==> src/mini_mcu_pkg.sv <==
// OBI request/response structs, memory map and always-on register offsets
// all accesses are word aligned; addr is a byte address
`default_nettype none

package mini_mcu_pkg;

  typedef struct packed {
    logic        req;
    logic        we;
    logic [3:0]  be;
    logic [31:0] addr;
    logic [31:0] wdata;
  } obi_req_t;

  typedef struct packed {
    logic        gnt;
    logic        rvalid;
    logic        err;
    logic [31:0] rdata;
  } obi_resp_t;

  localparam logic [31:0] RAM_BASE_ADDR       = 32'h0000_0000;
  localparam logic [31:0] AO_PERIPH_BASE_ADDR = 32'h2000_0000;
  localparam logic [31:0] AO_PERIPH_SIZE      = 32'h0000_1000;

  // offsets inside the always-on window
  localparam logic [11:0] EXIT_VALUE_OFFSET  = 12'h000;
  localparam logic [11:0] SCRATCH_OFFSET     = 12'h004;
  localparam logic [11:0] BOOT_SELECT_OFFSET = 12'h008;

  // banks, then peripheral, then error target
  function automatic int unsigned target_sel_width(int unsigned num_banks);
    return $clog2(num_banks + 2);
  endfunction

  function automatic logic [31:0] be_merge(logic [31:0] old_word, logic [31:0] new_word,
                                           logic [3:0] be);
    logic [31:0] merged;
    merged = old_word;
    for (int i = 0; i < 4; i++) begin
      if (be[i]) begin
        merged[8*i+:8] = new_word[8*i+:8];
      end
    end
    return merged;
  endfunction

endpackage

`default_nettype wire
==> src/obi_demux.sv <==
// Address decode for RAM banks, always-on window and the error target
// every request is granted; unmapped ones reach no target
`default_nettype none

module obi_demux
  import mini_mcu_pkg::*;
#(
  parameter int NUM_BANKS  = 4,
  parameter int BANK_WORDS = 256
) (
  input  obi_req_t                                  bus_req_i,
  output logic                                      bus_gnt_o,
  output obi_req_t [NUM_BANKS-1:0]                  bank_req_o,
  output obi_req_t                                  periph_req_o,
  output logic                                      accept_o,
  output logic [target_sel_width(NUM_BANKS)-1:0]    target_sel_o
);

  localparam int SEL_W = target_sel_width(NUM_BANKS);
  localparam logic [31:0] BANK_BYTES = 32'(BANK_WORDS * 4);
  localparam logic [31:0] RAM_BYTES  = 32'(NUM_BANKS * BANK_WORDS * 4);

  logic [31:0] ram_off;
  logic [31:0] periph_off;
  logic [31:0] bank_idx;
  logic        ram_hit;
  logic        periph_hit;

  assign ram_off    = bus_req_i.addr - RAM_BASE_ADDR;
  assign periph_off = bus_req_i.addr - AO_PERIPH_BASE_ADDR;
  assign ram_hit    = ram_off < RAM_BYTES;
  assign periph_hit = periph_off < AO_PERIPH_SIZE;
  assign bank_idx   = ram_off / BANK_BYTES;

  // all targets grant immediately
  assign bus_gnt_o = bus_req_i.req;
  assign accept_o  = bus_req_i.req;

  always_comb begin
    target_sel_o = SEL_W'(NUM_BANKS + 1);
    periph_req_o      = bus_req_i;
    periph_req_o.addr = periph_off;
    periph_req_o.req  = bus_req_i.req && periph_hit;
    if (periph_hit) begin
      target_sel_o = SEL_W'(NUM_BANKS);
    end
    for (int b = 0; b < NUM_BANKS; b++) begin
      bank_req_o[b]      = bus_req_i;
      bank_req_o[b].addr = ram_off;
      bank_req_o[b].req  = 1'b0;
      if (ram_hit && bank_idx == 32'(b)) begin
        bank_req_o[b].req = bus_req_i.req;
        target_sel_o      = SEL_W'(b);
      end
    end
  end

endmodule

`default_nettype wire

==> config.mk <==
export PLATFORM = sky130hd
export DESIGN_NAME = obi_demux
export DESIGN_NICKNAME = d
export VERILOG_FILES = /design/src/mini_mcu_pkg.sv /design/src/obi_demux.sv
export SDC_FILE = /design/constraint.sdc
export NUM_CORES = 1
export LEC_CHECK = 0
export BUFFER_PORTS_ARGS = -buffer_cell sky130_fd_sc_hd__buf_2
export CAP_MARGIN = 20
export CORE_AREA = 2 2 165 167
export DETAILED_ROUTE_END_ITERATION = 6
export DIE_AREA = 0 0 167 169
export SLEW_MARGIN = 5
export SYNTH_ARGS = -nofsm -noshare
export SYNTH_HDL_FRONTEND = slang
export SYNTH_SLANG_ARGS = --single-unit
==> constraint.sdc <==
create_clock -name vclk -period 1.3
set_clock_uncertainty 0.2 [all_clocks]
set_input_delay 0.065 -clock vclk [all_inputs]
set_output_delay 0.065 -clock vclk [all_outputs]
set_load 0.01 [all_outputs]
==> summary.txt <==
Global routing
  • First-pass GRT wire length: 6380 µm
  • Gr busiest metal: met2
  • Gr usage total: 2.89%
  • Met1 usage: 2.29%
  • Initial antenna violation count: 0
  • Grt ovf: 0
  • Largest net degree at the start of global routing: 9
  • Grt met3 use: 0.187%
  • Vias in the first global route: 1102
  • M2 GR Usage: 7.37%

Timing
  • WHS: 0.137 ns
  • Pins over their slew limit: 0
  • Max frequency: 676 MHz
  • Tightest Pin Transition: 0.602 ns
  • Final Cycle Share: 114%
  • Fin. Hold Viols: 0
  • Worst setup margin: -0.179 ns
  • RSZ-0062 raised after global routing: yes
  • Final setup vio count: 7
  • Crit path time final: 1.48 ns
  • Relative slew margins: 59.7%

Routing
  • Routed WL: 5420 µm
  • Wire per inst: 9.21 µm
  • Via Count: 1367
  • Routed vias/inst: 2.32
  • Iteration-0 DRC count of the detailed router: 21
  • Drt drc: 0
  • DR pass1 iterations: 4
  • Final ANT Viol Nets: 0

Setup path
  • CP bufs+invs: 3
  • CP arrival: 1.21 ns
  • Slowest CP cell: or3_1
  • Crit path top cell by count: buf_8
  • Worst Setup Start Kind: input pin
  • Worst setup EP type: primary output
  • Crit-path max FO: 8
  • Critical Path, Cell by Cell: buf_8, nor4_4, nand3_2, buf_8, or3_1, buf_2
  • CP max stage delay: 0.34 ns
  • CP Class: in -> out
  • CP Data Required Time: 1.03 ns
  • CP top delay family: simple AND/OR/NAND/NOR gates

Hold path
  • Worst Hold Endpoint: bank_req_o[272]
  • Hold Startpoint: bus_req_i[62]
  • Cell depth of the worst hold path: 2
  • Min-delay worst type: in -> out

Floorplanning
  • Die height: 169 µm
  • IO Count: 425
  • Die Area: 28200 µm²
  • Initial Utilization: 10.6%
  • Core Area: 26500 µm²
  • Die W: 167 µm
  • Rows: 60

Final layout
  • Clock buffer count: 0
  • Post-Layout Cell Count: 589
  • Commonest non-fill, non-tap cell in the layout: buf_2
  • Number of antenna diodes: 0
  • Register Area: 0 µm²
  • Layout cells sized above 1: 75.4%
  • Seq_cells: 0
  • Final nets: 321
  • Area Overhead vs Synth: -21.7%
  • Commonest non-fill, non-tap cells in the layout: buf_2, dlygate4sd3_1, buf_4
  • Fin util: 8.29%

Outcome
  • Failing checks: setup timing
  • Status: finished with violations

Synthesis
  • Seq/Total Area, Yosys: 0%
  • Leading area contributor after synthesis: buf_4
  • Synth Cell Area: 2800 µm²
  • Count of different cell masters after synthesis: 17
  • Post-synth top area share: 92.1%
  • Syn. warnings: 0
  • Ranking of synthesized cells by area: buf_4, nor4_4, nor4_1
  • Post-Synthesis Net Count: 445
  • Synthesized area per cell: 7.49 µm²
  • Cells after Synth: 374

Power and ir drop
  • Pwr dens: 423 nW/µm²
  • Leakage: 1.01 nW
  • Worst vdd ir: 0.0000950 V

Run
  • Max-Cap Viols: 0

Placed design
  • RD Place Congestion: 0.531
  • # port buffers: 143
  • Post-DP HPWL: 4230 µm
  • DP Cell Count: 537
[cell families after synthesis]
| group | after synthesis | synth area share [%] |
|---|---|---|
| buffers and inverters | 350 | 92.9 |
| and+or+nand+nor | 21 | 5.98 |
| AOI/OAI and AO/OA | 1 | 0.313 |
| xor gates and xnor gates | 1 | 0.313 |
| adders and majority gates | 1 | 0.446 |
[metrics by stage]
step	setup TNS [ns]	worst slack [ns]	area (µm²)	total power, W
3_3_place_gp	-1.58	-0.296	1540	0.000464
3_5_place_dp	-1.69	-0.301	1540	0.000468
6_report	-0.845	-0.179	2200	0.000929
5_1_grt	-1.33	-0.223	2200	0.000994
4_1_cts	-1.06	-0.186	2120	0.000919
2_1_floorplan	0	0.0384	2800	0.00112
[Yosys cell counts (all sizes together)]
| master | n |
|---|---|
| a32oi | 1 |
| buf | 344 |
| ha | 1 |
| inv | 6 |
| nand2 | 3 |
| nand3 | 2 |
| nand4 | 1 |
| nor2 | 1 |
| nor3 | 4 |
| nor4 | 8 |
| or2 | 1 |
| or3 | 1 |
| xnor2 | 1 |
[metal layers]
layer / up-vias / part of all wire [%]
li1: 549 / -
met1: 614 / 25
met2: 204 / 64
met3: 0 / 11
met4: 0 / 0
met5: - / 0
[final cells by class]
cell class | count | area (µm²)
Timing Repair Buffer | 218 | 1480
Inverter | 6 | 22.5
Tap cell | 341 | 427
Fill cell | 3070 | 24300
Multi-Input combinational cell | 24 | 270
[repair_timing]
action	4_1_cts	5_1_grt
hold endpoints to repair	235	0
gates resized for setup	22	14
setup buffers	3	2
pin swaps	8	8
cloned	0	0
endpoints found under the setup margin	8	8
hold buffers	47	0
[report_power, final]
part / internal, W / total [W] / switching (W)
clock network: 0 / 0 / 0
registers: 0 / 0 / 0
logic: 0.000338 / 0.000929 / 0.000591
[how the worst max path moves through the flow]
stage | from | end | slack, ns | cells after the start
after floorplan | bus_req_i[61] | target_sel_o[0] | 0.04 | 5
final | bus_req_i[47] | target_sel_o[0] | -0.18 | 6
after CTS | bus_req_i[46] | target_sel_o[0] | -0.19 | 6
after global routing | bus_req_i[57] | target_sel_o[0] | -0.22 | 6
after detailed placement | bus_req_i[59] | bank_req_o[209] | -0.30 | 5
after global placement | bus_req_i[59] | bank_req_o[69] | -0.30 | 5
Note: power is estimated with default switching activity, not from simulation.
