===== config.mk =====
export PLATFORM = sky130hd
export DESIGN_NAME = ao_peripheral
export DESIGN_NICKNAME = d
export VERILOG_FILES = /design/src/mini_mcu_pkg.sv /design/src/ao_peripheral.sv
export SDC_FILE = /design/constraint.sdc
export NUM_CORES = 1
export LEC_CHECK = 0
export BUFFER_PORTS_ARGS = -buffer_cell sky130_fd_sc_hd__buf_2
export CAP_MARGIN = 20
export CORE_ASPECT_RATIO = 0.7
export CORE_MARGIN = 4
export CORE_UTILIZATION = 40
export CTS_BUF_LIST = sky130_fd_sc_hd__clkbuf_8
export DETAILED_ROUTE_END_ITERATION = 8
export PLACE_DENSITY = 0.78
export SLEW_MARGIN = 20
export SYNTH_ARGS = -nofsm -noshare
export SYNTH_HDL_FRONTEND = slang
export SYNTH_SLANG_ARGS = --single-unit

===== constraint.sdc =====
create_clock -name clk_i -period 1 [get_ports clk_i]
set_input_delay 0.1 -clock clk_i [delete_from_list [all_inputs] [get_ports clk_i]]
set_output_delay 0.1 -clock clk_i [all_outputs]
set_load 0.02 [all_outputs]

===== src/mini_mcu_pkg.sv =====
// OBI request/response structs, memory map and always-on register offsets
// all accesses are word aligned; addr is a byte address
`default_nettype none

package mini_mcu_pkg;

  typedef struct packed {
    logic        req;
    logic        we;
    logic [3:0]  be;
    logic [31:0] addr;
    logic [31:0] wdata;
  } obi_req_t;

  typedef struct packed {
    logic        gnt;
    logic        rvalid;
    logic        err;
    logic [31:0] rdata;
  } obi_resp_t;

  localparam logic [31:0] RAM_BASE_ADDR       = 32'h0000_0000;
  localparam logic [31:0] AO_PERIPH_BASE_ADDR = 32'h2000_0000;
  localparam logic [31:0] AO_PERIPH_SIZE      = 32'h0000_1000;

  // offsets inside the always-on window
  localparam logic [11:0] EXIT_VALUE_OFFSET  = 12'h000;
  localparam logic [11:0] SCRATCH_OFFSET     = 12'h004;
  localparam logic [11:0] BOOT_SELECT_OFFSET = 12'h008;

  // banks, then peripheral, then error target
  function automatic int unsigned target_sel_width(int unsigned num_banks);
    return $clog2(num_banks + 2);
  endfunction

  function automatic logic [31:0] be_merge(logic [31:0] old_word, logic [31:0] new_word,
                                           logic [3:0] be);
    logic [31:0] merged;
    merged = old_word;
    for (int i = 0; i < 4; i++) begin
      if (be[i]) begin
        merged[8*i+:8] = new_word[8*i+:8];
      end
    end
    return merged;
  endfunction

endpackage

`default_nettype wire

===== src/ao_peripheral.sv =====
// Always-on registers: exit value/flag, scratch and boot strap readback
// exit_valid_o is sticky until reset; unknown offsets read zero
`default_nettype none

module ao_peripheral
  import mini_mcu_pkg::*;
(
  input  logic        clk_i,
  input  logic        arst_n_i,
  input  obi_req_t    req_i,
  output obi_resp_t   resp_o,
  input  logic        boot_select_i,
  output logic [31:0] exit_value_o,
  output logic        exit_valid_o
);

  logic [11:0] reg_off;
  logic        wr_en;
  logic        rvalid_q;
  logic [31:0] rdata_q;
  logic [31:0] scratch_q;
  logic [31:0] exit_value_q;
  logic        exit_valid_q;
  logic [31:0] rd_word;

  assign reg_off = req_i.addr[11:0];
  assign wr_en   = req_i.req && req_i.we;

  always_comb begin
    case (reg_off)
      EXIT_VALUE_OFFSET:  rd_word = exit_value_q;
      SCRATCH_OFFSET:     rd_word = scratch_q;
      BOOT_SELECT_OFFSET: rd_word = {31'b0, boot_select_i};
      default:            rd_word = '0;
    endcase
  end

  always_ff @(posedge clk_i or negedge arst_n_i) begin
    if (!arst_n_i) begin
      rvalid_q     <= 1'b0;
      scratch_q    <= '0;
      exit_value_q <= '0;
      exit_valid_q <= 1'b0;
    end else begin
      rvalid_q <= req_i.req;
      if (wr_en && reg_off == EXIT_VALUE_OFFSET) begin
        exit_value_q <= be_merge(exit_value_q, req_i.wdata, req_i.be);
        exit_valid_q <= 1'b1;
      end
      if (wr_en && reg_off == SCRATCH_OFFSET) begin
        scratch_q <= be_merge(scratch_q, req_i.wdata, req_i.be);
      end
    end
  end

  // read data, zero on writes
  always_ff @(posedge clk_i) begin
    if (req_i.req) begin
      rdata_q <= req_i.we ? '0 : rd_word;
    end
  end

  assign resp_o.gnt    = req_i.req;
  assign resp_o.rvalid = rvalid_q;
  assign resp_o.err    = 1'b0;
  assign resp_o.rdata  = rdata_q;

  assign exit_value_o = exit_value_q;
  assign exit_valid_o = exit_valid_q;

endmodule

`default_nettype wire


==> metrics, run 1 <==
sequential area share after synthesis 0.6185; final worst path period share 1.475; Core Area 10320 µm²; pwr dens 1112 nW/µm²; arrival time worst endpoint 1.69 ns; DP Worst Slack -0.9234 ns; Final GP Congestion 0.7391; Final setup viols 114; Post-Syn Nets 343; global-route wire length before repair 16900 µm; worst hold slack 0.1685 ns; layout cells sized above 1 0.5880; Area Overhead vs Synth 57.14%; maxcap violations 0; total gr overflow 0; DRT Wirelength 11000 µm; WL/cell 17.86 µm; leading cell type in the layout, fill and taps excluded dfrtp_1; failing checks setup timing; GR Layer Usage met1 0.2394; Clk pin slew, worst setup/hold paths 0.09 ns; Root Buffer clkbuf_8; CTS tree done; Row Count 31; vias in the first global route 3180; required time of the critical path 1.22 ns; Initial Utilization 0.4094; most frequent cells in the layout dfrtp_1, buf_6, mux2_4; total number of vias 3034; Final Skew 0.002358 ns; busiest grt layer met2; nets 551; GR Layer Usage met3 0.05284; worst setup margin -0.4753 ns; clock buffer count from CTS 9; Longest Clk Path Bufs 2; Hold Vio Cnt, Final 0; leakage power 0.003178 µW; CTS Sinks 98; initial antenna violation count 0; largest net degree at the start of global routing 67; RSZ-0062 raised after global routing true; DP HPWL 6628 µm; gr usage total 0.1808; number of routed nets with antenna violations 0; I/O Pins 141; DRC errors left 0; Yosys cell types 24; worst min path class in2reg; drt pass-1 iters 4; Inst Count DP 532; I/O Buffers 119; die height 93.98 µm; Seq cells post-synth 98; Layout Cells excl Fill 616; Die Width 130.8 µm; worst IR drop on VDD 0.0007866 V; Syn Area/Cell 15.64 µm²; H-tree Lvls 3; area of the die 12290 µm²; critical path type in2reg; DRC marker count from the first detailed-route iteration 87; yosys warns 0; status finished, violations left; Clock Latency Late Sink 0.35 ns; Post-Synthesis Cells 270; grt met2 use 0.2912; mapped cell area 4224 µm²; routed vias/inst 4.925; Slew Limit Fails 0; Final min period 1.475 ns; crit path launch type input pin; Critical Path Fanout Max 25; CP endpoint kind register; f_max 677.8 MHz
metal layers:
| layer | wire (µm) | part of all wire |
|---|---|---|
| met1 | 4840 | 0.44 |
| met2 | 5338 | 0.49 |
| met3 | 717 | 0.065 |
| met4 | 106 | 0.0096 |
| met5 | 0 | 0 |
synth_stat cells:
cell type	number	area, µm²
conb_1	1	3.750
edfxtp_1	32	960.9
or3_2	1	7.510
o21ai_0	1	5.000
buf_4	4	30.03
buf_2	1	5.000
a21o_1	1	7.510
nor2_1	22	82.58
mux2i_1	32	320.3
nor2_2	10	62.56
and3_1	1	6.260
nand4b_1	4	35.03
nand2_1	1	3.750
buf_1	2	7.510
mux2_2	64	720.7
or4_4	2	22.52
dfrtp_1	66	1652
or4_1	1	7.510
nand3b_1	1	7.510
nand4_1	4	25.02
nor4_4	8	170.2
nor3_1	2	10.01
clkbuf_1	4	15.01
buf_6	5	56.30
final cells by class:
cell class / count / area [µm²]
antenna: 1 / 2.502
tap: 132 / 165.2
multi-input combinational: 157 / 1772
clock buffer: 10 / 137.6
clock inverter: 6 / 50.05
sequential: 98 / 2613
timing repair buffer: 212 / 1898
fill: 767 / 3680
through the flow:
stage / TNS (ns) / area [µm²] / utilization / power (µW)
3_3_place_gp: -81.62 / 5250 / 0.5089 / 4798
2_1_floorplan: -74.56 / 4319 / - / 4498
4_1_cts: -38.85 / 6477 / 0.6278 / 7425
3_5_place_dp: -82.89 / 5250 / 0.5089 / 4801
6_report: -39.37 / 6638 / 0.6433 / 7383
5_1_grt: -42.35 / 6635 / 0.6431 / 7652
where the power goes:
group / leakage (µW) / internal [µW] / switching [µW]
registers: 0.00125 / 4190 / 22.9
clock network: 0.000107 / 1190 / 1280
logic: 0.00182 / 344 / 359
state kept, by name (all words and copies together), names as in the netlist:
signal / flops
scratch_q: 32
exit_value_o: 32
exit_valid_o: 1
rdata_q: 32
rvalid_q: 1
worst max-delay path: stages:
cell,delay [ns]
buf_6,0.10
or4_4,0.63
or4_4,0.55
buf_12,0.20
nor2_2,0.10
cells by family after synthesis:
group / Yosys count / synth area share
buffers and inverters: 16 / 0.02695
other: 1 / 0.0008878
AOI/OAI and AO/OA: 2 / 0.002962
DFF: 98 / 0.6185
muxes: 96 / 0.2464
and+or+nand+nor: 57 / 0.1043
worst paths after layout:
| path | startpoint | endpoint | slack, ns | cells after the start |
|---|---|---|---|---|
| min in group asynchronous | arst_n_i | scratch_q[12]$_DFFE_PN0P_ | 0.28 | 3 |
| worst min-delay path | req_i[69] | rvalid_q$_DFF_PN0_ | 0.17 | 2 |
| worst min register to register | exit_valid_o$_DFFE_PN0P_ | exit_valid_o$_DFFE_PN0P_ | 0.50 | 1 |
| max in group asynchronous | arst_n_i | scratch_q[26]$_DFFE_PN0P_ | 0.42 | 3 |
| worst max register to register | scratch_q[0]$_DFFE_PN0P_ | rdata_q[0]$_SDFFCE_PP0P_ | -0.06 | 3 |
| worst max-delay path | req_i[32] | rdata_q[5]$_SDFFCE_PP0P_ | -0.48 | 5 |
repair_timing:
| action | CTS | global route |
|---|---|---|
| setup endpoints to repair | 157 | 163 |
| gates resized for setup | 137 | 43 |
| cloned | 1 | 1 |
| endpoints found under the hold margin | 130 | 0 |
| hold buffers | 33 | 0 |
| pin swaps | 1 | 6 |
| setup buffers | 32 | 0 |
(Power assumes the default switching activity.)
==> run 2: changes to the inputs <==
Settings changed: ABC_AREA set to 1.
==> run 2 against run 1 <==
Effect of this change: the run still ends with setup timing left; combinational power hardly changed; utilization is 6.8 points higher; hold slack worse by 0.14 ns; cell area is 13% higher; register-to-register slack better by 0.03 ns; sequential share of layout area is 4.6 points lower; via count is 37% higher; wire length is 21% higher; critical endpoint is now resp_o[7]; highest routed layer unchanged.
==> metrics, run 2 <==
gr usage total 0.1913; most frequent cells in the layout buf_6, nand2_1, dfrtp_1; Crit-path slowest cell edfxtp_1; CP Cell Sequence buf_6; Synth area leaders dfrtp_1, edfxtp_1, nand2_1, nand3_1, o21ai_1; synth cell count leaders nand2_1, dfrtp_1, inv_1; CTS tree done; Yosys cell types 21; GR Layer Usage met1 0.2285; share of the synthesized area in the top cell type 0.3756; Hold Vio Cnt, Final 0; pwr dens 988.4 nW/µm²; RSZ-0062 raised after global routing true; worst hold slack 0.02945 ns; Critical Path Fanout Max 1; Final setup viols 106; DRT Wirelength 13330 µm; nets 782; grt met2 use 0.3421; crit-path max cell delay 0.44 ns; largest net degree at the start of global routing 35; mapped cell area 4397 µm²; Longest Clk Path Bufs 2; total gr overflow 0; maxcap violations 0; Post-Syn Nets 553; routed vias/inst 4.826; sequential area share after synthesis 0.5942; Main synth FF type dfrtp_1; critical path type reg2out; total number of vias 4160; H-tree Lvls 3; Tot Pwr 7421 µW; Seq cells post-synth 98; fillers 707; Initial Utilization 0.4167; count leader, synth nand2_1; antenna fix cells 0; number of routed nets with antenna violations 0; Area Overhead vs Synth 70.77%; drt pass-1 iters 4; crit path launch type register; vias in the first global route 3865; DP HPWL 7940 µm; Post-Synthesis Cells 480; leakage power 0.003463 µW; Clock Latency Late Sink 0.37 ns; worst IR drop on VDD 0.0006793 V; leading cell type in the layout, fill and taps excluded buf_6; failing checks setup timing; layout cells sized above 1 0.4790; Buf/Inv on CP 1; Clk pin slew, worst setup/hold paths 0.09 ns; DRC marker count from the first detailed-route iteration 198; worst setup margin -0.06426 ns; worst min path class in2reg; Final GP Congestion 0.8243; clock buffer count from CTS 9; I/O Buffers 119; I/O Pins 141; Slew Limit Fails 0; area of the die 12760 µm²; Post-synth EDFFs 32; Final Skew 0.009333 ns; DRC errors left 0; Die Width 133.3 µm; required time of the critical path 0.90 ns; yosys warns 0; f_max 939.6 MHz; Row Count 31; status finished, violations left; WL/cell 15.46 µm; Root Buffer clkbuf_8; Syn Area/Cell 9.160 µm²; busiest grt layer met2; CP endpoint kind primary output; area leader, netlist dfrtp_1; die height 95.72 µm; initial antenna violation count 0; Synth async-reset ratio 0.6735; global-route wire length before repair 19130 µm; Core Area 10550 µm²; final worst path period share 1.064; CTS Sinks 98; Largest delay share family, worst path flip-flops; arrival time worst endpoint 0.96 ns; Final min period 1.064 ns; GR Layer Usage met3 0.04702
[run 2: changes by cell type after synthesis, moves of 8 or more]
cell	previous run	this run
nand3_1	0	64
mux2i_1	32	0
nor4_4	8	0
nand2_1	1	103
nor2_1	22	39
mux2_2	64	0
nor2_2	10	2
inv_1	0	65
o21ai_1	0	64
buf_2	1	13
nand4_2	0	8
[run 2: final timing paths]
path | cells after the start | slack, ns | to | startpoint
setup / recovery | 1 | -0.06 | resp_o[7] | rdata_q[7]$_SDFFCE_PP0P_
min in group asynchronous | 2 | 0.16 | rvalid_q$_DFF_PN0_ | arst_n_i
hold / removal | 3 | 0.03 | scratch_q[25]$_DFFE_PN0P_ | req_i[25]
max in group asynchronous | 3 | 0.32 | exit_value_o[19]$_DFFE_PN0P_ | arst_n_i
setup reg to reg | 5 | -0.03 | rdata_q[0]$_SDFFCE_PP0P_ | exit_value_o[0]$_DFFE_PN0P_
hold reg to reg | 2 | 0.50 | scratch_q[14]$_DFFE_PN0P_ | scratch_q[14]$_DFFE_PN0P_
[run 2: metal layers]
metal | vias up | share of wire
met2 | 143 | 0.52
met3 | 30 | 0.062
met5 | - | 0
met1 | 1974 | 0.40
li1 | 2013 | -
met4 | 0 | 0.024
[run 2: where the power goes]
part / switching, µW / internal, µW / leakage (µW)
clock network: 1380 / 1130 / 0.0000976
registers: 24.5 / 4180 / 0.00125
logic: 373 / 332 / 0.00211
[run 2: logic make-up (layout without fill, tap and decap cells)]
group,count (synthesis),in the layout,share of synthesized area
other,1,1,0.0008529
AND/OR/NAND/NOR,218,218,0.2268
AO/OA/AOI/OAI,66,66,0.07826
flip-flops,98,98,0.5942
buffers and inverters,97,331,0.09988
[run 2: timing repair]
item,4_1_cts,5_1_grt
buffers inserted,33,22
hold buffers,32,0
gates cloned,0,9
endpoints found under the hold margin,125,0
pin swaps,0,56
setup endpoints to repair,65,99
resized for setup,85,176
[run 2: area by class of cell]
cell class                 count  area, µm²  share of cell area
timing repair buffer         246       2512              0.3346
clock buffer                   9      123.9             0.01650
clock inverter                 7      62.56            0.008332
tap                          148      185.2             0.02466
sequential                    98       2613              0.3479
inverter                      69      261.5             0.03483
multi-input combinational    285       1750              0.2331
[run 2: metrics by stage]
step / instance area [µm²] / setup TNS, ns / std cells / worst slack [ns] / utilization
2_1_floorplan: 4461 / -10.92 / 480 / -0.1823 / -
3_3_place_gp: 5487 / -25.03 / 750 / -0.3514 / 0.5200
3_5_place_dp: 5487 / -27.44 / 750 / -0.3943 / 0.5200
4_1_cts: 6509 / -2.219 / 831 / -0.08763 / 0.6169
5_1_grt: 7508 / -7.686 / 862 / -0.1089 / 0.7117
6_report: 7508 / -2.360 / 862 / -0.06426 / 0.7117
