--- config.mk ---
export PLATFORM = sky130hd
export DESIGN_NAME = obi_resp_mux
export DESIGN_NICKNAME = d
export VERILOG_FILES = /design/src/mini_mcu_pkg.sv /design/src/obi_resp_mux.sv
export SDC_FILE = /design/constraint.sdc
export NUM_CORES = 1
export LEC_CHECK = 0
export BUFFER_PORTS_ARGS = -buffer_cell sky130_fd_sc_hd__buf_2
export CAP_MARGIN = 25
export CORE_AREA = 2 2 85 87
export CTS_BUF_LIST = sky130_fd_sc_hd__clkbuf_16
export DETAILED_ROUTE_END_ITERATION = 8
export DIE_AREA = 0 0 87 89
export PLACE_DENSITY_LB_ADDON = 0.2
export SETUP_SLACK_MARGIN = 0.4
export SYNTH_ARGS = -nofsm -noshare
export SYNTH_HDL_FRONTEND = slang
export SYNTH_SLANG_ARGS = --single-unit
--- constraint.sdc ---
create_clock -name clk_i -period 4.4 [get_ports clk_i]
set_clock_uncertainty 0.1 [all_clocks]
set_input_delay 0.66 -clock clk_i [delete_from_list [all_inputs] [get_ports clk_i]]
set_output_delay 0.66 -clock clk_i [all_outputs]
set_load 0.01 [all_outputs]
--- src/mini_mcu_pkg.sv ---
// OBI request/response structs, memory map and always-on register offsets
// all accesses are word aligned; addr is a byte address
`default_nettype none

package mini_mcu_pkg;

  typedef struct packed {
    logic        req;
    logic        we;
    logic [3:0]  be;
    logic [31:0] addr;
    logic [31:0] wdata;
  } obi_req_t;

  typedef struct packed {
    logic        gnt;
    logic        rvalid;
    logic        err;
    logic [31:0] rdata;
  } obi_resp_t;

  localparam logic [31:0] RAM_BASE_ADDR       = 32'h0000_0000;
  localparam logic [31:0] AO_PERIPH_BASE_ADDR = 32'h2000_0000;
  localparam logic [31:0] AO_PERIPH_SIZE      = 32'h0000_1000;

  // offsets inside the always-on window
  localparam logic [11:0] EXIT_VALUE_OFFSET  = 12'h000;
  localparam logic [11:0] SCRATCH_OFFSET     = 12'h004;
  localparam logic [11:0] BOOT_SELECT_OFFSET = 12'h008;

  // banks, then peripheral, then error target
  function automatic int unsigned target_sel_width(int unsigned num_banks);
    return $clog2(num_banks + 2);
  endfunction

  function automatic logic [31:0] be_merge(logic [31:0] old_word, logic [31:0] new_word,
                                           logic [3:0] be);
    logic [31:0] merged;
    merged = old_word;
    for (int i = 0; i < 4; i++) begin
      if (be[i]) begin
        merged[8*i+:8] = new_word[8*i+:8];
      end
    end
    return merged;
  endfunction

endpackage

`default_nettype wire
--- src/obi_resp_mux.sv ---
// Response return path, one cycle after acceptance
// error responses are generated here, with zero data
`default_nettype none

module obi_resp_mux
  import mini_mcu_pkg::*;
#(
  parameter int NUM_BANKS = 4
) (
  input  logic                                   clk_i,
  input  logic                                   arst_n_i,
  input  logic                                   accept_i,
  input  logic [target_sel_width(NUM_BANKS)-1:0] target_sel_i,
  input  obi_resp_t [NUM_BANKS-1:0]              bank_resp_i,
  input  obi_resp_t                              periph_resp_i,
  output obi_resp_t                              resp_o
);

  localparam int SEL_W = target_sel_width(NUM_BANKS);
  localparam logic [SEL_W-1:0] PERIPH_SEL = SEL_W'(NUM_BANKS);
  localparam logic [SEL_W-1:0] ERR_SEL    = SEL_W'(NUM_BANKS + 1);

  logic             pending_q;
  logic [SEL_W-1:0] sel_q;

  // which target owes the next response
  always_ff @(posedge clk_i or negedge arst_n_i) begin
    if (!arst_n_i) begin
      pending_q <= 1'b0;
      sel_q     <= '0;
    end else begin
      pending_q <= accept_i;
      if (accept_i) begin
        sel_q <= target_sel_i;
      end
    end
  end

  always_comb begin
    resp_o = '0;
    if (pending_q) begin
      if (sel_q == PERIPH_SEL) begin
        resp_o.rvalid = periph_resp_i.rvalid;
        resp_o.rdata  = periph_resp_i.rdata;
      end else if (sel_q == ERR_SEL) begin
        resp_o.rvalid = 1'b1;
        resp_o.err    = 1'b1;
      end else begin
        for (int b = 0; b < NUM_BANKS; b++) begin
          if (sel_q == SEL_W'(b)) begin
            resp_o.rvalid = bank_resp_i[b].rvalid;
            resp_o.rdata  = bank_resp_i[b].rdata;
          end
        end
      end
    end
  end

endmodule

`default_nettype wire

==> results by group, run 1 <==
Clock tree
  • Worst-Skew Late Latency: around 0.22 ns
  • Clock root cell: clkbuf_16
  • Total clock sinks: 4
  • CTS Buf Count: 3
  • H-tree Lvls: 1
  • Clock slew at reported path FFs: 0.03 ns
  • CTS tree: done
  • CTS Buffer Depth: 2
  • Resized Gates After CTS: 0
  • Cts hold-fix bufs: 0
  • Post-CTS setup buffer count: 0

Yosys
  • Synth Net Count: between 300 and 400
  • Post-synthesis cell area: around 1400 um^2
  • Ys async rst share: 1.00
  • Most frequently used flop master after synthesis: dfrtp_1
  • Syn avg cell area: 8.31 um^2
  • Library cells used by synthesis: 21
  • Register bit total from synthesis: 4
  • Post-synth EDFFs: 0
  • Synthesis Warnings: 0
  • Synthesized instance count: 168
  • Sequential-to-total area share from yosys stat: 0.0717

GRT
  • GR Overflow Total: 0
  • Largest net degree at the start of global routing: 42
  • Tot GR Track Use: 0.139
  • Vias in the first global route: 1955
  • Initial antenna violation count: 0
  • First-pass GRT wire length: 8780 um

Power
  • VDD IR-drop max: 0.233 mV
  • Power per cell area: 182 nW/um^2
  • Pleak: between 0.001 and 0.0015 uW

STA
  • Tmin final: 3.23 ns
  • Max Freq: 310 MHz
  • Setup TNS: 0 ns
  • Final period utilization: 0.734
  • Final Hold Fails: 0
  • Rel. slew slack: 0.548
  • RSZ-0062 raised after global routing: false
  • Final setup viols: 0
  • Pins Over Slew Limit: 0
  • Worst-margin pin slew: 0.677 ns

Setup path
  • Worst path required time: about 3.6 ns
  • Kind of critical path: flop to output pin
  • Reg2reg setup slack: 3.18 ns
  • Critical Path AT: between 2 and 2.5 ns
  • Startpoint type of the worst setup path: flop
  • Maximum fanout along the worst path: 41
  • Worst setup EP type: output pin

Floorplan
  • Die area: 7740 um^2
  • Width of the chip: between 80 and 90 um
  • Die height: 89 um
  • Initial Utilization: 0.208
  • Io pins: 216
  • Rows: 30
  • Core area: 6720 um^2

Outcome
  • Status: finished clean

Route
  • DRT antenna net count: 0
  • Vias per cell: 4.63
  • Routed WL: 6100 um
  • DR DRC count: 0
  • Vias: 2040
  • Initial detailed-routing violation count: 20
  • Wire per inst: 13.8 um
  • Drt pass-1 iters: 4

Final layout
  • Area taken by multi-input logic gates: ~1200 um^2
  • Antenna diodes: 0
  • Fin area: about 2500 um^2
  • Seq. cell area: 104 um^2
  • Share of cells above drive strength 1: 0.607
  • Final net count: 543
  • Fill count: 715
  • Layout area overhead: 80.5%

Job
  • Maxcap violations: 0

Placed design
  • Placer congestion estimate: 0.737
  • Port bufs: 204
  • Final HPWL DP: between 4000 and 5000 um
  • Dpl cell area: 2440 um^2

Min path
  • Hold Path Class: primary input to async pin
==> per-stage QoR <==
stage          power (uW)  instances  hold WS (ns)  utilization  setup slack (ns)
5_1_grt               496        441         0.137        0.375             0.997
3_3_place_gp          318        437         0.370        0.363              1.42
4_1_cts               467        441         0.137        0.375              1.15
2_1_floorplan         199        168         0.264            -              2.30
6_report              458        441         0.137        0.375              1.17
3_5_place_dp          320        437         0.370        0.363              1.40
==> synth_stat cells, types with 3 or more instances <==
library cell / instances / area, um^2
buf_4: 4 / 30.0
buf_2: 7 / 35.0
mux2_2: 4 / 45.0
o221ai_1: 33 / 289
dfrtp_1: 4 / 100
clkbuf_1: 3 / 11.3
mux2i_1: 64 / 641
buf_6: 4 / 45.0
nand2_1: 33 / 124
==> flip-flops by register name (all words and copies together), names as in the netlist <==
name / cells
sel_q: 3
pending_q: 1
==> report_power, final <==
group | switching (uW) | internal (uW)
registers | 16.1 | 40.8
clock network | 25.4 | 117
logic | 114 | 145
==> cell usage in the layout (no fill, tap or decap), drive strengths merged <==
| cell | instances |
|---|---|
| a2bb2oi | 1 |
| and3 | 1 |
| buf | 208 |
| clkbuf | 3 |
| conb | 1 |
| dfrtp | 4 |
| inv | 3 |
| mux2 | 4 |
| mux2i | 64 |
| nand2 | 33 |
| nand2b | 1 |
| nand3 | 1 |
| nand3b | 1 |
| nor2b | 1 |
| nor4bb | 1 |
| o221ai | 33 |
| or3b | 1 |
==> cells by family after synthesis <==
group | Yosys count | synth area share
muxes | 68 | 0.491
buffers and inverters | 21 | 0.0950
other | 1 | 0.00269
and+or+nand+nor | 40 | 0.126
DFF | 4 | 0.0717
AOI/OAI and AO/OA | 34 | 0.213
==> path summary, 6_finish.rpt <==
check                         start  depth (start not counted)    endpoint
max reg2reg                sel_q[0]                          1    sel_q[0]
min in group clk_i         accept_i                          1   pending_q
min reg2reg                sel_q[2]                          1    sel_q[2]
max in group asynchronous  arst_n_i                          1    sel_q[0]
min                        arst_n_i                          1    sel_q[0]
max                        sel_q[0]                          5  resp_o[33]
==> cell type report <==
cell class / count / area share
multi-input cells: 143 / 0.468
repair buffers: 208 / 0.417
flip-flops and latches: 4 / 0.0412
well taps: 80 / 0.0397
clock buffers: 3 / 0.0298
inverters: 2 / 0.00298
clock inverters: 1 / 0.00149
==> metal layers <==
| metal | wire, um | track usage | share of wire |
|---|---|---|---|
| met5 | 0 | 0 | 0 |
| met1 | 2390 | 0.159 | 0.39 |
| met4 | 27 | 0.0213 | 0.0044 |
| met3 | 555 | 0.0212 | 0.091 |
| met2 | 3120 | 0.276 | 0.51 |
==> worst max-delay path: stages (launching register included) <==
cell and delay, ns:
dfrtp_4 0.73, buf_4 0.62, or3b_1 0.43, a2bb2oi_1 0.17, o221ai_1 0.12, buf_2 0.16
Power figures use the tool's default switching activity.
==> run 2: changes to the inputs <==
--- a/config.mk
+++ b/config.mk
@@ -7,10 +7,10 @@
 export LEC_CHECK = 0
 export BUFFER_PORTS_ARGS = -buffer_cell sky130_fd_sc_hd__buf_2
 export CAP_MARGIN = 25
-export CORE_AREA = 2 2 85 87
+export CORE_AREA = 2 2 84 86
 export CTS_BUF_LIST = sky130_fd_sc_hd__clkbuf_16
 export DETAILED_ROUTE_END_ITERATION = 8
-export DIE_AREA = 0 0 87 89
+export DIE_AREA = 0 0 86 88
 export PLACE_DENSITY_LB_ADDON = 0.2
 export SETUP_SLACK_MARGIN = 0.4
 export SYNTH_ARGS = -nofsm -noshare
==> constraint.sdc (replaced) <==
create_clock -name clk_i -period 2.65 [get_ports clk_i]
set_clock_uncertainty 0.1 [all_clocks]
set_input_delay 0.3975 -clock clk_i [delete_from_list [all_inputs] [get_ports clk_i]]
set_output_delay 0.3975 -clock clk_i [all_outputs]
set_load 0.01 [all_outputs]
==> run 2 against run 1 <==
  * First-iteration DRC count grew 110%
  * Non-clock buffer count up 5
  * Power increased by 68%
  * Final cell count is 1.1% higher
  * Global-route usage is 1.0 points lower
==> results by group, run 2 (synthesized netlist as in run 1, its figures left out) <==
Final layout
  • Layout area overhead: 84.8%
  • Final net count: 548
  • Fill count: 699
  • Commonest cells after routing, fill and taps aside: buf_2 (204), mux2i_1 (64), nand2_1 (33), o221ai_1 (33), buf_4 (5)
  • Share of cells above drive strength 1: 0.609
  • Seq. cell area: 104 um^2
  • Biggest regs: sel_q: 3 flops, pending_q: 1 flops
  • Fin util: 0.388
  • Most common cell after layout, fill and taps aside: buf_2
  • Biggest register: sel_q
  • Max reg flops: 3
  • Area taken by multi-input logic gates: 1180 um^2
  • Antenna diodes: 0

GRT
  • GR Overflow Total: 0
  • Initial antenna violation count: 0
  • Vias in the first global route: 1884
  • First-pass GRT wire length: around 8100 um
  • Tot GR Track Use: 0.129
  • Largest net degree at the start of global routing: 38

Power
  • Pint: 514 uW
  • PnR Total Power: 772 uW
  • Switch Pwr: 257 uW
  • Clk pwr share: 0.308
  • VDD IR-drop max: 0.246 mV
  • Pleak: ~0.0015 uW
  • Switching Fraction: 0.334
  • Flop pwr share: 0.100
  • Comb pwr share: 0.592
  • Power per cell area: 299 nW/um^2

Setup path
  • Critical Path AT: 1.63 ns
  • Worst setup EP type: output pin
  • Maximum fanout along the worst path: 11
  • Worst path required time: 2.15 ns
  • Startpoint type of the worst setup path: flop
  • Kind of critical path: flop to output pin

STA
  • Final setup viols: 0
  • Setup TNS: 0 ns
  • Fin Hold WS: 0.246 ns
  • PnR worst setup slack: 0.520 ns
  • Final Hold Fails: 0
  • Pins Over Slew Limit: 0
  • Final period utilization: 0.804
  • Tmin final: 2.13 ns
  • RSZ-0062 raised after global routing: false
  • Max Freq: 470 MHz

Placed design
  • Port bufs: 204
  • Placer congestion estimate: 0.735
  • Worst slack, placed: between 0.6 and 0.7 ns
  • Final HPWL DP: around 4700 um

Floorplan
  • Die height: 88 um
  • Die area: between 7000 and 8000 um^2
  • Width of the chip: 86 um
  • Initial Utilization: 0.210
  • Core area: between 6000 and 7000 um^2
  • Rows: 30
  • Io pins: 216

Clock tree
  • CTS tree: done
  • Clock slew at reported path FFs: around 0.03 ns
  • Clock root cell: clkbuf_16
  • Total clock sinks: 4
  • Worst-Skew Late Latency: 0.22 ns
  • CTS Buf Count: 3
  • H-tree Lvls: 1
  • CTS Buffer Depth: 2

Route
  • DR DRC count: 0
  • Routed WL: 5670 um
  • DRT antenna net count: 0
  • Vias: 2059
  • Wire per inst: around 13 um
  • Initial detailed-routing violation count: 43
  • Drt pass-1 iters: 4
  • Vias per cell: 4.62

Job
  • Maxcap violations: 0

Min path
  • Hold Path Class: primary input to flop

Outcome
  • Status: finished clean
[run 2: cell types whose count changed in the layout (fill, tap and decap cells not counted), sizes merged]
cell	before	now
buf	208	212
dlygate4sd3	0	1
[run 2: cell type report]
type	instances	share of cell area
flip-flops and latches	4	0.0403
inverters	2	0.00291
multi-input cells	143	0.457
clock buffers	3	0.0291
well taps	80	0.0388
clock inverters	1	0.00145
repair buffers	213	0.431
[run 2: path summary, 6_finish.rpt]
path | startpoint | slack (ns) | to | depth (start not counted)
min in group asynchronous | arst_n_i | 0.40 | sel_q[0] | 2
worst min register to register | sel_q[1] | 0.55 | sel_q[1] | 1
worst min-delay path | accept_i | 0.25 | pending_q | 1
worst max register to register | sel_q[0] | 1.44 | sel_q[0] | 2
max in group asynchronous | arst_n_i | 1.92 | sel_q[0] | 2
worst max-delay path | sel_q[0] | 0.52 | resp_o[28] | 5
[run 2: repair_timing]
item                       4_1_cts  5_1_grt
hold buffers                     1        0
setup endpoints to repair        0        8
hold endpoints to repair         4        0
gates resized for setup          0        2
buffers inserted                 0        0
[run 2: power by group through the flow]
stage	Clock, uW	Combinational, uW	Sequential [uW]
after floorplan	0	260	71.1
after global placement	0	459	77.6
after detailed placement	0	460	78.1
after CTS	242	462	77.4
after global routing	245	504	78.4
final	238	456	77.3
[run 2: worst max-delay path, cell delays in order, from the launching register on]
cell	delay (ns)
dfrtp_4	0.50
nor4bb_4	0.33
buf_4	0.24
nand2_1	0.07
o221ai_1	0.08
buf_2	0.17
[run 2: per-layer routing]
metal | vias to the layer above | wire length, um | track usage
met5 | - | 0 | 0
met4 | 0 | 0 | 0.0144
met3 | 0 | 650 | 0.0292
met2 | 124 | 2930 | 0.257
met1 | 878 | 2090 | 0.143
li1 | 1057 | - | -
[run 2: per-stage QoR]
stage,cells,instance area [um^2]
floorplan,168,1400
global placement,441,2480
detailed placement,441,2480
CTS,446,2570
global route,446,2580
finish,446,2580
==> run 3: changes to the inputs <==
--- a/config.mk
+++ b/config.mk
@@ -7,10 +7,10 @@
 export LEC_CHECK = 0
 export BUFFER_PORTS_ARGS = -buffer_cell sky130_fd_sc_hd__buf_2
 export CAP_MARGIN = 25
-export CORE_AREA = 2 2 84 86
+export CORE_AREA = 2 2 83 85
 export CTS_BUF_LIST = sky130_fd_sc_hd__clkbuf_16
 export DETAILED_ROUTE_END_ITERATION = 8
-export DIE_AREA = 0 0 86 88
+export DIE_AREA = 0 0 85 87
 export PLACE_DENSITY_LB_ADDON = 0.2
 export SETUP_SLACK_MARGIN = 0.4
 export SYNTH_ARGS = -nofsm -noshare
==> constraint.sdc (replaced) <==
create_clock -name clk_i -period 2.21 [get_ports clk_i]
set_clock_uncertainty 0.1 [all_clocks]
set_input_delay 0.3315 -clock clk_i [delete_from_list [all_inputs] [get_ports clk_i]]
set_output_delay 0.3315 -clock clk_i [all_outputs]
set_load 0.01 [all_outputs]
==> run 3 against run 2 <==
  * Clock power rose by 20%
  * Flip-flop and latch count unchanged
  * Global-route usage rose by 1.8 points
  * Power grew 30%
  * Sequential share of layout area is 0.33 points lower
  * First-iteration DRC count shrank 37%
  * Final cell count grew 1.6%
  * Via count rose by 3.5%
  * Largest cell class unchanged
  * Largest power group unchanged
==> results by group, run 3 (synthesized netlist as in run 1, its figures left out) <==
Outcome
  • Status: finished clean

Route
  • Vias: 2132
  • DRT antenna net count: 0
  • Routed WL: 6270 um
  • Initial detailed-routing violation count: 27
  • Vias per cell: 4.71
  • Drt pass-1 iters: 2
  • DR DRC count: 0
  • Wire per inst: 13.8 um

Floorplan
  • Initial Utilization: 0.213
  • Width of the chip: ~85 um
  • Io pins: 216
  • Die height: approximately 87 um
  • Core area: 6570 um^2
  • Rows: 30
  • Die area: 7400 um^2

Min path
  • Hold Path Class: primary input to flop

Final layout
  • Fill count: roughly 700
  • Commonest cells after routing, fill and taps aside: buf_2 (204), mux2i_1 (64), nand2_1 (21), o221ai_1 (21), o221ai_2 (12)
  • Final net count: 555
  • Share of cells above drive strength 1: 0.684
  • Max reg flops: 3
  • Biggest register: sel_q
  • Fin util: 0.433
  • Antenna diodes: 0
  • Layout area overhead: 103%
  • Most common cell after layout, fill and taps aside: buf_2
  • Fin area: 2840 um^2
  • Biggest regs: sel_q: 3 flops, pending_q: 1 flops

Clock tree
  • Clock slew at reported path FFs: 0.03 ns
  • H-tree Lvls: 1
  • Total clock sinks: 4
  • CTS tree: done
  • CTS Buf Count: 3
  • CTS Buffer Depth: 2
  • Worst-Skew Late Latency: 0.22 ns
  • Clock root cell: clkbuf_16

Power
  • VDD IR-drop max: slightly below 0.3 mV
  • Pleak: 0.00164 uW
  • PnR Total Power: 1000 uW
  • Power per cell area: 353 nW/um^2

Setup path
  • Kind of critical path: flop to output pin
  • Critical Path AT: 1.66 ns
  • Worst setup EP type: output pin
  • Startpoint type of the worst setup path: flop
  • Worst path required time: between 1.5 and 2 ns
  • Maximum fanout along the worst path: 9

Placed design
  • Final HPWL DP: 4640 um
  • Port bufs: about 200
  • Placer congestion estimate: between 0.7 and 0.8
  • Dpl cell area: 2500 um^2
  • Worst slack, placed: 0.336 ns

STA
  • Final period utilization: 0.945
  • Max Freq: 479 MHz
  • RSZ-0062 raised after global routing: true
  • Final setup viols: 0
  • Pins Over Slew Limit: 0
  • Setup TNS: 0 ns
  • Final Hold Fails: 0
  • Tmin final: 2.09 ns
  • PnR worst setup slack: between 0.1 and 0.15 ns

Job
  • Maxcap violations: 0

GRT
  • Initial antenna violation count: 0
  • Largest net degree at the start of global routing: 37
  • GRT busiest layer: met2
  • First-pass GRT wire length: 9050 um
  • GR Overflow Total: 0
  • GRT met1 Usage: 0.166
  • Met2 usage: 0.288
  • Tot GR Track Use: 0.147
  • Vias in the first global route: 2012
  • GRT met3 Usage: 0.0284
[run 3: power by group]
part	total, uW	switching, uW	internal, uW
Clock	285	51.7	234
Sequential	92.9	11.0	81.9
Combinational	625	283	342
[run 3: worst paths after layout]
kind                           from  cells after the start  slack, ns          to
max                        sel_q[0]                      6       0.12  resp_o[14]
min                        accept_i                      1       0.18   pending_q
max reg2reg                sel_q[0]                      2       1.00    sel_q[0]
min reg2reg                sel_q[2]                      1       0.50    sel_q[2]
max in group asynchronous  arst_n_i                      2       1.53    sel_q[0]
min in group asynchronous  arst_n_i                      2       0.34    sel_q[0]
[run 3: routing by layer]
metal  vias to the layer above  part of all wire  wire, um
met4                         0           0.00080         5
li1                       1072                 -         -
met1                       945              0.38      2380
met5                         -                 0         0
met2                       113              0.53      3300
met3                         2             0.091       573
[run 3: timing repair]
action                                 in CTS  in global routing
setup buffers                               3                  0
cloned                                      2                  2
endpoints found under the hold margin       4                  0
hold buffers                                1                  0
setup endpoints to repair                  33                 34
resized for setup                          30                 14
pin swaps                                  11                  2
[run 3: layout make-up]
cell class,count,area [um^2],area share
Sequential cell,4,105,0.0370
Inverter,2,7.51,0.00264
Tap cell,80,100,0.0352
Multi-Input combinational cell,143,1310,0.462
Timing Repair Buffer,220,1240,0.435
Clock buffer,3,75.1,0.0264
Clock inverter,1,3.75,0.00132
[run 3: stage by stage]
stage | hold WS, ns | std cells
floorplan | -0.0641 | 168
global placement | 0.0382 | 441
detailed placement | 0.0397 | 441
CTS | 0.178 | 451
global route | 0.191 | 453
finish | 0.182 | 453
[run 3: critical path: stages (launching register included)]
cell and delay [ns]:
dfrtp_4 0.50, nor4bb_4 0.32, buf_6 0.17, buf_8 0.13, nand2_1 0.06, o221ai_1 0.07
buf_2 0.17
